**config.mk**
```make
export PLATFORM = sky130hd
export DESIGN_NAME = cache_top
export DESIGN_NICKNAME = d
export VERILOG_FILES = /design/src/hdl/cache_pkg.sv /design/src/hdl/cache_ctrl.sv /design/src/hdl/cache_data_array.sv /design/src/hdl/cache_tag_array.sv /design/src/hdl/cache_top.sv
export SDC_FILE = /design/constraint.sdc
export NUM_CORES = 1
export LEC_CHECK = 0
export BUFFER_PORTS_ARGS = -buffer_cell sky130_fd_sc_hd__buf_2
export CORE_AREA = 8 8 312 314
export CTS_BUF_LIST = sky130_fd_sc_hd__clkbuf_16
export DETAILED_ROUTE_END_ITERATION = 8
export DIE_AREA = 0 0 320 322
export HOLD_SLACK_MARGIN = 0.12
export MAX_ROUTING_LAYER = met4
export PLACE_DENSITY = 0.76
export REMOVE_ABC_BUFFERS = 1
export SLEW_MARGIN = 20
export SYNTH_ARGS = -nofsm -noshare
export SYNTH_HDL_FRONTEND = slang
export SYNTH_HIERARCHICAL = 1
export SYNTH_SLANG_ARGS = --single-unit
```
**constraint.sdc**
```tcl
create_clock -name clk -period 13.6 [get_ports clk]
set_input_delay 4.08 -clock clk [delete_from_list [all_inputs] [get_ports clk]]
set_output_delay 4.08 -clock clk [all_outputs]
set_load 0.005 [all_outputs]
```
**src/hdl/cache_pkg.sv**
```systemverilog
package cache_pkg;

    // Word address geometry
    localparam int ADDR_W         = 16;
    localparam int WORD_W         = 32;
    localparam int WORDS_PER_LINE = 4;
    localparam int OFFSET_W       = $clog2(WORDS_PER_LINE);
    localparam int LINE_W         = WORDS_PER_LINE * WORD_W;

    typedef logic [ADDR_W-1:0] addr_t;  // Tag | index | word offset
    typedef logic [WORD_W-1:0] word_t;
    typedef logic [LINE_W-1:0] line_t;  // Word 0 in the low bits

    // Word address without the word offset
    typedef logic [ADDR_W-OFFSET_W-1:0] line_addr_t;

    // Command from the controller to both arrays
    typedef logic [1:0] sram_op_t;

    localparam sram_op_t SRAM_NOP        = 2'd0;
    localparam sram_op_t HIT_READ_CLEAN  = 2'd1;  // Read one word
    localparam sram_op_t HIT_WRITE_DIRTY = 2'd2;  // Merge one word, mark dirty
    localparam sram_op_t MISS_REPLACE    = 2'd3;  // Fill line, set valid and tag

endpackage

```
**src/hdl/cache_ctrl.sv**
```systemverilog
`timescale 1ns/1ps

module cache_ctrl (
    input  logic                clk,
    input  logic                rst,
    input  logic                cpu_read,
    input  logic                cpu_write,
    input  logic                hit,
    input  logic                dirty_miss,
    input  logic                clean_miss,
    input  logic                dfp_resp,
    output cache_pkg::sram_op_t sram_op,
    output logic                cpu_resp,
    output logic                dfp_read,
    output logic                dfp_write
);

    typedef enum logic [1:0] {
        idle,
        compare_tag,
        write_back,
        allocate
    } state_t;

    state_t state_q;
    state_t state_d;
    logic   cpu_req;

    assign cpu_req = cpu_read || cpu_write;

    always_ff @(posedge clk) begin
        if (rst) begin
            state_q <= idle;
        end else begin
            state_q <= state_d;
        end
    end

    always_comb begin
        state_d   = state_q;
        sram_op   = cache_pkg::SRAM_NOP;
        cpu_resp  = 1'b0;
        dfp_read  = 1'b0;
        dfp_write = 1'b0;

        case (state_q)
            idle: begin
                if (cpu_req) begin
                    state_d = compare_tag;
                end
            end
            compare_tag: begin
                if (!cpu_req) begin
                    state_d = idle;  // Request withdrawn
                end else if (hit) begin
                    cpu_resp = 1'b1;
                    sram_op  = cpu_write ? cache_pkg::HIT_WRITE_DIRTY
                                         : cache_pkg::HIT_READ_CLEAN;
                    state_d  = idle;
                end else if (dirty_miss) begin
                    state_d = write_back;
                end else if (clean_miss) begin
                    state_d = allocate;
                end
            end
            write_back: begin
                dfp_write = 1'b1;
                if (dfp_resp) begin
                    state_d = allocate;
                end
            end
            allocate: begin
                dfp_read = 1'b1;
                if (dfp_resp) begin
                    sram_op = cache_pkg::MISS_REPLACE;
                    state_d = idle;  // Retry through compare
                end
            end
            default: begin
                state_d = idle;
            end
        endcase
    end

    a_dfp_excl: assert property (@(posedge clk) disable iff (rst)
        !(dfp_read && dfp_write))
        else $error("dfp_read and dfp_write high together");

    a_resp_on_hit: assert property (@(posedge clk) disable iff (rst)
        cpu_resp |-> (state_q == compare_tag) && hit && $past(cpu_req))
        else $error("cpu_resp outside a compare hit");

endmodule

```
**src/hdl/cache_data_array.sv**
```systemverilog
`timescale 1ns/1ps

module cache_data_array #(
    parameter int NUM_SETS = 8
) (
    input  logic                clk,
    input  cache_pkg::addr_t    cpu_addr,
    input  cache_pkg::word_t    cpu_wdata,
    input  cache_pkg::sram_op_t sram_op,
    input  cache_pkg::line_t    dfp_rdata,
    output cache_pkg::word_t    cpu_rdata,
    output cache_pkg::line_t    dfp_wdata
);

    localparam int IDX_W = $clog2(NUM_SETS);

    cache_pkg::line_t line_mem [NUM_SETS];

    logic [IDX_W-1:0]              idx;
    logic [cache_pkg::OFFSET_W-1:0] word_sel;
    cache_pkg::line_t              cur_line;

    assign idx      = cpu_addr[cache_pkg::OFFSET_W +: IDX_W];
    assign word_sel = cpu_addr[cache_pkg::OFFSET_W-1:0];
    assign cur_line = line_mem[idx];

    assign cpu_rdata = cur_line[word_sel*cache_pkg::WORD_W +: cache_pkg::WORD_W];
    assign dfp_wdata = cur_line;  // Always the indexed line, used on write-back

    always_ff @(posedge clk) begin
        case (sram_op)
            cache_pkg::HIT_WRITE_DIRTY: begin
                line_mem[idx][word_sel*cache_pkg::WORD_W +: cache_pkg::WORD_W] <= cpu_wdata;
            end
            cache_pkg::MISS_REPLACE: begin
                line_mem[idx] <= dfp_rdata;
            end
            default: ;
        endcase
    end

    // Once the controller is out of reset the command stays defined
    a_op_known: assert property (@(posedge clk)
        !$isunknown($past(sram_op)) |-> !$isunknown(sram_op))
        else $error("sram_op became unknown");

endmodule

```
**src/hdl/cache_tag_array.sv**
```systemverilog
`timescale 1ns/1ps

module cache_tag_array #(
    parameter int NUM_SETS = 8
) (
    input  logic                clk,
    input  logic                rst,
    input  cache_pkg::addr_t    cpu_addr,
    input  cache_pkg::sram_op_t sram_op,
    input  logic                dfp_write,
    output logic                hit,
    output logic                dirty_miss,
    output logic                clean_miss,
    output cache_pkg::addr_t    dfp_addr
);

    localparam int IDX_W = $clog2(NUM_SETS);
    localparam int TAG_W = cache_pkg::ADDR_W - cache_pkg::OFFSET_W - IDX_W;

    logic [NUM_SETS-1:0] valid_q;
    logic [NUM_SETS-1:0] dirty_q;
    logic [TAG_W-1:0]    tag_q [NUM_SETS];

    logic [IDX_W-1:0] idx;
    logic [TAG_W-1:0] req_tag;
    logic             tag_match;
    logic             victim_dirty;

    assign idx     = cpu_addr[cache_pkg::OFFSET_W +: IDX_W];
    assign req_tag = cpu_addr[cache_pkg::ADDR_W-1 -: TAG_W];

    assign tag_match    = valid_q[idx] && (tag_q[idx] == req_tag);
    assign victim_dirty = valid_q[idx] && dirty_q[idx];

    assign hit        = tag_match;
    assign dirty_miss = !tag_match && victim_dirty;
    assign clean_miss = !tag_match && !victim_dirty;

    // Write-back goes to the victim's own line
    assign dfp_addr = dfp_write ? {tag_q[idx], idx, {cache_pkg::OFFSET_W{1'b0}}}
                                : {req_tag, idx, {cache_pkg::OFFSET_W{1'b0}}};

    always_ff @(posedge clk) begin
        if (rst) begin
            valid_q <= '0;
            dirty_q <= '0;
        end else begin
            case (sram_op)
                cache_pkg::HIT_WRITE_DIRTY: dirty_q[idx] <= 1'b1;
                cache_pkg::MISS_REPLACE: begin
                    valid_q[idx] <= 1'b1;
                    dirty_q[idx] <= 1'b0;  // Fresh from memory
                end
                default: ;
            endcase
        end
    end

    always_ff @(posedge clk) begin
        if (sram_op == cache_pkg::MISS_REPLACE) begin
            tag_q[idx] <= req_tag;
        end
    end

    a_one_class: assert property (@(posedge clk) disable iff (rst)
        $onehot0({hit, dirty_miss, clean_miss}))
        else $error("more than one hit/miss class active");

    // Request is still held after a fill, so the retry must hit
    a_fill_hits: assert property (@(posedge clk) disable iff (rst)
        sram_op == cache_pkg::MISS_REPLACE |=> hit)
        else $error("no hit on the cycle after a line fill");

endmodule

```
**src/hdl/cache_top.sv**
```systemverilog
`timescale 1ns/1ps

module cache_top #(
    parameter int NUM_SETS = 8
) (
    input  logic             clk,
    input  logic             rst,
    input  logic             cpu_read,
    input  logic             cpu_write,
    input  cache_pkg::addr_t cpu_addr,
    input  cache_pkg::word_t cpu_wdata,
    input  cache_pkg::line_t dfp_rdata,
    input  logic             dfp_resp,
    output logic             cpu_resp,
    output cache_pkg::word_t cpu_rdata,
    output logic             dfp_read,
    output logic             dfp_write,
    output cache_pkg::addr_t dfp_addr,
    output cache_pkg::line_t dfp_wdata
);

    cache_pkg::sram_op_t sram_op;
    logic                hit;
    logic                dirty_miss;
    logic                clean_miss;

    cache_ctrl u_ctrl (
        .clk        (clk),
        .rst        (rst),
        .cpu_read   (cpu_read),
        .cpu_write  (cpu_write),
        .hit        (hit),
        .dirty_miss (dirty_miss),
        .clean_miss (clean_miss),
        .dfp_resp   (dfp_resp),
        .sram_op    (sram_op),
        .cpu_resp   (cpu_resp),
        .dfp_read   (dfp_read),
        .dfp_write  (dfp_write)
    );

    cache_tag_array #(.NUM_SETS(NUM_SETS)) u_tags (
        .clk        (clk),
        .rst        (rst),
        .cpu_addr   (cpu_addr),
        .sram_op    (sram_op),
        .dfp_write  (dfp_write),  // Selects victim address
        .hit        (hit),
        .dirty_miss (dirty_miss),
        .clean_miss (clean_miss),
        .dfp_addr   (dfp_addr)
    );

    cache_data_array #(.NUM_SETS(NUM_SETS)) u_data (
        .clk       (clk),
        .cpu_addr  (cpu_addr),
        .cpu_wdata (cpu_wdata),
        .sram_op   (sram_op),
        .dfp_rdata (dfp_rdata),
        .cpu_rdata (cpu_rdata),
        .dfp_wdata (dfp_wdata)
    );

endmodule

```
==> results of run 1 <==
-- state kept, by name, summed over array words and instances (netlist names), named ones only --
| register | count |
|---|---|
| u_data/line_mem | 1024 |
| u_ctrl/state_q | 1 |
| u_tags/tag_q | 88 |
| u_tags/valid_q | 8 |
-- cell families (layout without fill, tap and decap cells) --
logic type	count (synthesis)	count (layout)	synth area share (%)
flops	1130	1130	73.8
other cells	1	11	0.00820
buf+inv	209	670	2.57
mux	298	298	8.68
xor+xnor	11	11	0.211
compound gates	630	630	10.7
fa+ha+maj	5	5	0.137
simple gates	371	371	3.95
-- stage by stage --
stage / hold slack, ns / std cells / setup slack (ns) / util [%] / area, µm²
floorplan: 0.440 / 2460 / 1.78 / - / 44600
global placement: 0.449 / 4113 / 2.24 / 53.0 / 49000
detailed placement: 0.457 / 4113 / 2.24 / 53.0 / 49000
CTS: 0.471 / 4314 / 2.22 / 56.7 / 52400
global route: 0.504 / 4318 / 1.88 / 56.7 / 52400
finish: 0.470 / 4323 / 2.03 / 56.7 / 52500
-- final cells by class --
type | count | share of cell area [%]
flip-flops and latches | 1130 | 64.3
multi-input cells | 1317 | 21.2
clock buffers | 109 | 5.20
repair buffers | 456 | 4.92
well taps | 1197 | 2.86
clock inverters | 92 | 1.35
inverters | 13 | 0.0954
diodes | 9 | 0.0429
-- layer usage --
layer	part of all wire (%)	vias to the layer above	routed length, µm
li1	-	11700	-
met3	15	436	23100
met2	46	2630	70100
met4	4.8	0	7350
met1	34	14500	52200
met5	0	-	0
-- synthesized netlist by cell type, types with 40 or more instances --
| master | number |
|---|---|
| edfxtp_1 | 1112 |
| mux2i_1 | 180 |
| a22o_1 | 153 |
| nand2_1 | 127 |
| nor2_1 | 101 |
| a221oi_1 | 99 |
| mux4_2 | 73 |
| buf_2 | 63 |
| clkbuf_1 | 63 |
| o22ai_1 | 58 |
| o21ai_0 | 53 |
| a22oi_1 | 47 |
| a21oi_1 | 45 |
| mux2_2 | 42 |
| o22a_1 | 40 |
-- how the worst min path moves through the flow --
stage                       from                end  slack (ns)  cells after the start
2_1_floorplan  u_tags/valid_q[0]  u_tags/valid_q[0]        0.44                      2
3_3_place_gp   u_tags/valid_q[3]  u_tags/valid_q[3]        0.45                      2
3_5_place_dp   u_tags/valid_q[7]  u_tags/valid_q[7]        0.46                      2
4_1_cts        u_tags/valid_q[7]  u_tags/valid_q[7]        0.47                      2
5_1_grt        u_tags/valid_q[7]  u_tags/valid_q[7]        0.50                      2
6_report       u_tags/valid_q[7]  u_tags/valid_q[7]        0.47                      2
-- power groups by stage --
stage          sequential [mW]  combinational, mW  clock, mW
2_1_floorplan             3.88              0.218          0
3_3_place_gp              3.88              0.530          0
3_5_place_dp              3.88              0.535          0
4_1_cts                   3.81              0.537       2.91
5_1_grt                   3.81              0.568       3.04
6_report                  3.81              0.549       2.90
-- worst max-delay path, stage by stage --
cell and delay, ns:
buf_8 0.35, buf_12 0.67, nor3b_2 0.64, a221oi_1 0.21, a21oi_1 0.29, o22ai_1 0.13
a211oi_1 0.59, buf_2 0.24
==> impl_metrics.json, run 1 <==
{
  "p_sw_mw": 1.66,
  "antenna_found_initial": 8,
  "synth_edf_count": 1112,
  "top_usage_layer": "met2",
  "clock_path_buffers": 3,
  "synth.yosys.seq_area_share_pct": 73.8,
  "critPathKind": "in -> out",
  "start_util_pct": 49.5,
  "clkPwrFrac_pct": 40.0,
  "max_freq_ghz": 0.0864,
  "cts_sinks": 1130,
  "clk_latency_ns": 0.71,
  "synth_area_leaders": "edfxtp_1, mux2i_1, mux4_2, a22o_1, a221oi_1",
  "end_kind": "primary output",
  "post-route-period-util_pct": 85.1,
  "fp.dieW_um": 320,
  "final_cell_mix": "edfxtp_1, buf_2, mux2i_1",
  "fin_worst_skew_ns": 0.0366,
  "setup_viol": 0,
  "rrSetupSlack_ns": 8.54,
  "total_power_mw": 7.26,
  "p_comb_share_pct": 7.6,
  "synth_ff_type": "edfxtp_1",
  "hold_viol": 0,
  "syn_inst": 2655,
  "clkTransAtPathRegs_ns": 0.06,
  "grt_use_met3_pct": 10.1,
  "pin_count": 360,
  "grt_pass1_wl_mm": 211,
  "io_buffers": 357,
  "postCtsSetupBuffers": 0,
  "yosys_warnings": 6,
  "worst_slew_pin_slew_ns": 1.09,
  "overflow": 0,
  "drv_cap": 0,
  "core_area_mm2": 0.0925,
  "final_common_cell": "edfxtp_1",
  "switching_share_pct": 22.9,
  "vias_per_cell": 6.77,
  "setup_tns_ns": 0,
  "rows": 112,
  "synth_top_area_cell": "edfxtp_1",
  "hp-class": "reg -> reg",
  "syn_avg_cell_area_um2": 17.2,
  "nets": 3212,
  "internal-power_mw": 5.60,
  "grt_util_met1_pct": 36.2,
  "leakagePower_nw": 17.4,
  "cts_buffers": 108,
  "drt_wl_total_mm": 153,
  "required_ns": 9.52,
  "rsz0062_at_grt": "false",
  "status": "completed",
  "endpoint": "cpu_rdata[15]",
  "syn_to_final_growth_pct": 14.6,
  "grt_use_total_pct": 29.5,
  "multi_input_area_mm2": 0.0111,
  "die-area_mm2": 0.103,
  "dp_hpwl_mm": 98.0,
  "drc": 0,
  "synth_top_area_share_pct": 73.0,
  "powerDensity_mw_per_mm2": 138,
  "fin_crit_ns": 11.57,
  "fillers": 6913,
  "grt_max_degree": 126,
  "slew_violations": 0,
  "vdd_drop_max_mv": 0.137,
  "final_layout_size_suffix_gt1_share_pct": 25.4,
  "setup.worst_path.start": "cpu_addr[2]",
  "r2r-start": "u_tags/tag_q[6][10]",
  "dr.pass1.iters": 6,
  "drt_iter0_drc": 4595,
  "postRouteAntennaNets": 0,
  "cts_tree": "built",
  "sequentialPowerShare_pct": 52.5,
  "die_y_um": 322,
  "synth_area_mm2": 0.0458,
  "vias": 29300,
  "gp_congestion": 0.869,
  "synthArstFlopShare_pct": 0,
  "h-tree-depth": 3,
  "slew_headroom_pct": 27.6,
  "start_kind": "input pin",
  "r2r-end": "u_data/line_mem[4][90]",
  "ys_types": 76,
  "grtUsageMet2_pct": 44.9,
  "crit_arrival_ns": 7.49,
  "r2r_cells": 12,
  "cts_root_buf": "clkbuf_16",
  "cts_resized": 0,
  "wl_per_cell_um": 35.3,
  "hold_buffers": 0,
  "seq_area_mm2": 0.0338,
  "grt_pass1_vias": 27800,
  "ys_ff_latch": 1130,
  "crit_fanout": 125
}
Power figures use the tool's default switching activity.
==> inputs of run 2 (changes only) <==
--- a/config.mk
+++ b/config.mk
@@ -7,7 +7,6 @@
 export LEC_CHECK = 0
 export BUFFER_PORTS_ARGS = -buffer_cell sky130_fd_sc_hd__buf_2
 export CORE_AREA = 8 8 312 314
-export CTS_BUF_LIST = sky130_fd_sc_hd__clkbuf_16
 export DETAILED_ROUTE_END_ITERATION = 8
 export DIE_AREA = 0 0 320 322
 export HOLD_SLACK_MARGIN = 0.12
==> constraint.sdc (replaced) <==
create_clock -name clk -period 13.6 [get_ports clk]
set_input_delay 0.68 -clock clk [delete_from_list [all_inputs] [get_ports clk]]
set_output_delay 0.68 -clock clk [all_outputs]
set_load 0.005 [all_outputs]
==> run 2 against run 1 <==
  * Sequential share of layout area is 0.068 points higher
  * Fmax grew 97%
  * Clock power about the same
  * Utilization down 0.060 points
  * Setup slack improved by 5.7 ns
  * Combinational power hardly changed
  * Cell count shrank 0.12%
  * Flip-flop and latch count did not move
  * Highest routed layer unchanged
==> impl_metrics.json, run 2 (synthesized netlist as in run 1, its figures left out) <==
{
  "largest_register_ffs": 1024,
  "hold_viol": 0,
  "drt_wl_total_mm": 149,
  "gp_congestion": 0.885,
  "setup_viol": 0,
  "clk_latency_ns": 0.70,
  "rows": 112,
  "whs_path_depth": 1,
  "wl_per_cell_um": 34.6,
  "setup.worst_path.start": "cpu_addr[2]",
  "clkTransAtPathRegs_ns": 0.06,
  "rrSetupSlack_ns": 8.66,
  "top_regs": "u_data/line_mem: 1024 flops, u_tags/tag_q: 88 flops, u_tags/valid_q: 8 flops",
  "die_y_um": 322,
  "drc": 0,
  "crit_fanout": 132,
  "hold_buffers": 0,
  "p_comb_share_pct": 7.6,
  "rsz0062_at_grt": "false",
  "cp_top_family": "buffers and inverters",
  "die-area_mm2": 0.103,
  "required_ns": 12.92,
  "critPathKind": "in -> out",
  "final_cell_mix": "edfxtp_1, buf_2, mux2i_1",
  "drv_cap": 0,
  "cts_root_buf": "clkbuf_16",
  "cts_sinks": 1130,
  "clock_path_buffers": 3,
  "final_layout_size_suffix_gt1_share_pct": 25.3,
  "pin_count": 360,
  "leakagePower_nw": 17.3,
  "status": "completed",
  "syn_to_final_growth_pct": 14.5,
  "fin_worst_skew_ns": 0.0291,
  "vdd_drop_max_mv": 0.108,
  "grt_max_degree": 133,
  "antenna_found_initial": 22,
  "worstHoldEndpoint": "u_tags/tag_q[4][6]",
  "slew_headroom_pct": 18.5,
  "h-tree-depth": 3,
  "critPathMostFrequentCell": "buf_4",
  "start_kind": "input pin",
  "cts_tree": "built",
  "internal-power_mw": 5.61,
  "fp.dieW_um": 320,
  "placed_area_mm2": 0.0489,
  "total_power_mw": 7.26,
  "cts_buffers": 108,
  "postCtsSetupBuffers": 0,
  "max_freq_ghz": 0.170,
  "vias_per_cell": 6.74,
  "post-route-period-util_pct": 43.2,
  "p_sw_mw": 1.64,
  "nets": 3204,
  "hp-class": "in -> reg",
  "cts_resized": 0,
  "start_util_pct": 49.5,
  "max_stage_delay_ns": 0.94,
  "slew_violations": 0,
  "worstHoldStart": "cpu_addr[11]",
  "powerDensity_mw_per_mm2": 138,
  "setup_tns_ns": 0,
  "clkPwrFrac_pct": 39.9,
  "r2r-end": "u_data/line_mem[2][33]",
  "setup_ws_ns": 7.72,
  "overflow": 0,
  "grt_use_total_pct": 29.0,
  "crit_arrival_ns": 5.20,
  "io_buffers": 357,
  "r2r-start": "u_tags/tag_q[2][10]",
  "postRouteAntennaNets": 0,
  "fin_area_mm2": 0.0524,
  "grt_pass1_vias": 27800,
  "sequentialPowerShare_pct": 52.5,
  "cp_cell_sequence": "buf_8 -> buf_4 -> buf_12 -> and2_2 -> buf_4 -> a22oi_1 -> o221ai_1 -> o22a_1 -> o221a_2 -> buf_2",
  "top_register": "u_data/line_mem",
  "core_area_mm2": 0.0925,
  "dp_hpwl_mm": 95.1,
  "end_kind": "primary output",
  "worst_slew_pin_slew_ns": 1.22,
  "fillers": 6909,
  "drt_iter0_drc": 4852,
  "slowest_stage": "o221ai_1",
  "fin_crit_ns": 5.88,
  "stdcell_count": 4318,
  "grt_pass1_wl_mm": 207,
  "dp_cells": 4104,
  "path_buf_inv": 5,
  "r2r_cells": 12,
  "dr.pass1.iters": 6,
  "pre_cts_ws_ns": 7.20,
  "switching_share_pct": 22.6,
  "final_common_cell": "edfxtp_1",
  "vias": 29100
}
[run 2: how the worst max path moves through the flow]
| stage | end | slack [ns] | cells after the start |
|---|---|---|---|
| after CTS | cpu_rdata[14] | 7.90 | 10 |
| after floorplan | u_data/line_mem[0][0] | 5.33 | 11 |
| after global placement | u_data/line_mem[4][95] | 6.90 | 14 |
| final | cpu_rdata[19] | 7.72 | 10 |
| after detailed placement | u_data/line_mem[3][79] | 7.20 | 14 |
| after global routing | u_data/line_mem[2][46] | 7.64 | 14 |
[run 2: per-layer routing]
| layer | track usage [%] | up-vias | share of wire [%] | wire [µm] |
|---|---|---|---|---|
| li1 | - | 11700 | - | - |
| met1 | 37.1 | 14500 | 35 | 52200 |
| met2 | 43.3 | 2491 | 45 | 68000 |
| met3 | 7.91 | 422 | 15 | 21800 |
| met4 | 13.2 | 0 | 5.1 | 7550 |
| met5 | - | - | 0 | 0 |
[run 2: layout make-up]
class / count / area (µm²) / share of cell area (%)
clock buffer: 133 / 2820 / 5.38
tap: 1197 / 1500 / 2.86
multi-input combinational: 1317 / 11100 / 21.2
inverter: 13 / 50.0 / 0.0955
antenna: 12 / 30.0 / 0.0573
clock inverter: 68 / 613 / 1.17
sequential: 1130 / 33800 / 64.4
timing repair buffer: 448 / 2520 / 4.81
[run 2: stage by stage]
step	utilization (%)	hold slack (ns)
floorplan	-	0.440
global placement	52.9	0.453
detailed placement	52.9	0.462
CTS	56.6	0.286
global route	56.6	0.312
finish	56.7	0.311
[run 2: power groups by stage]
stage	Combinational (mW)	Clock [mW]	Sequential (mW)
5_1_grt	0.571	3.04	3.81
3_3_place_gp	0.531	0	3.88
3_5_place_dp	0.537	0	3.88
6_report	0.551	2.90	3.81
4_1_cts	0.540	2.91	3.81
2_1_floorplan	0.218	0	3.88
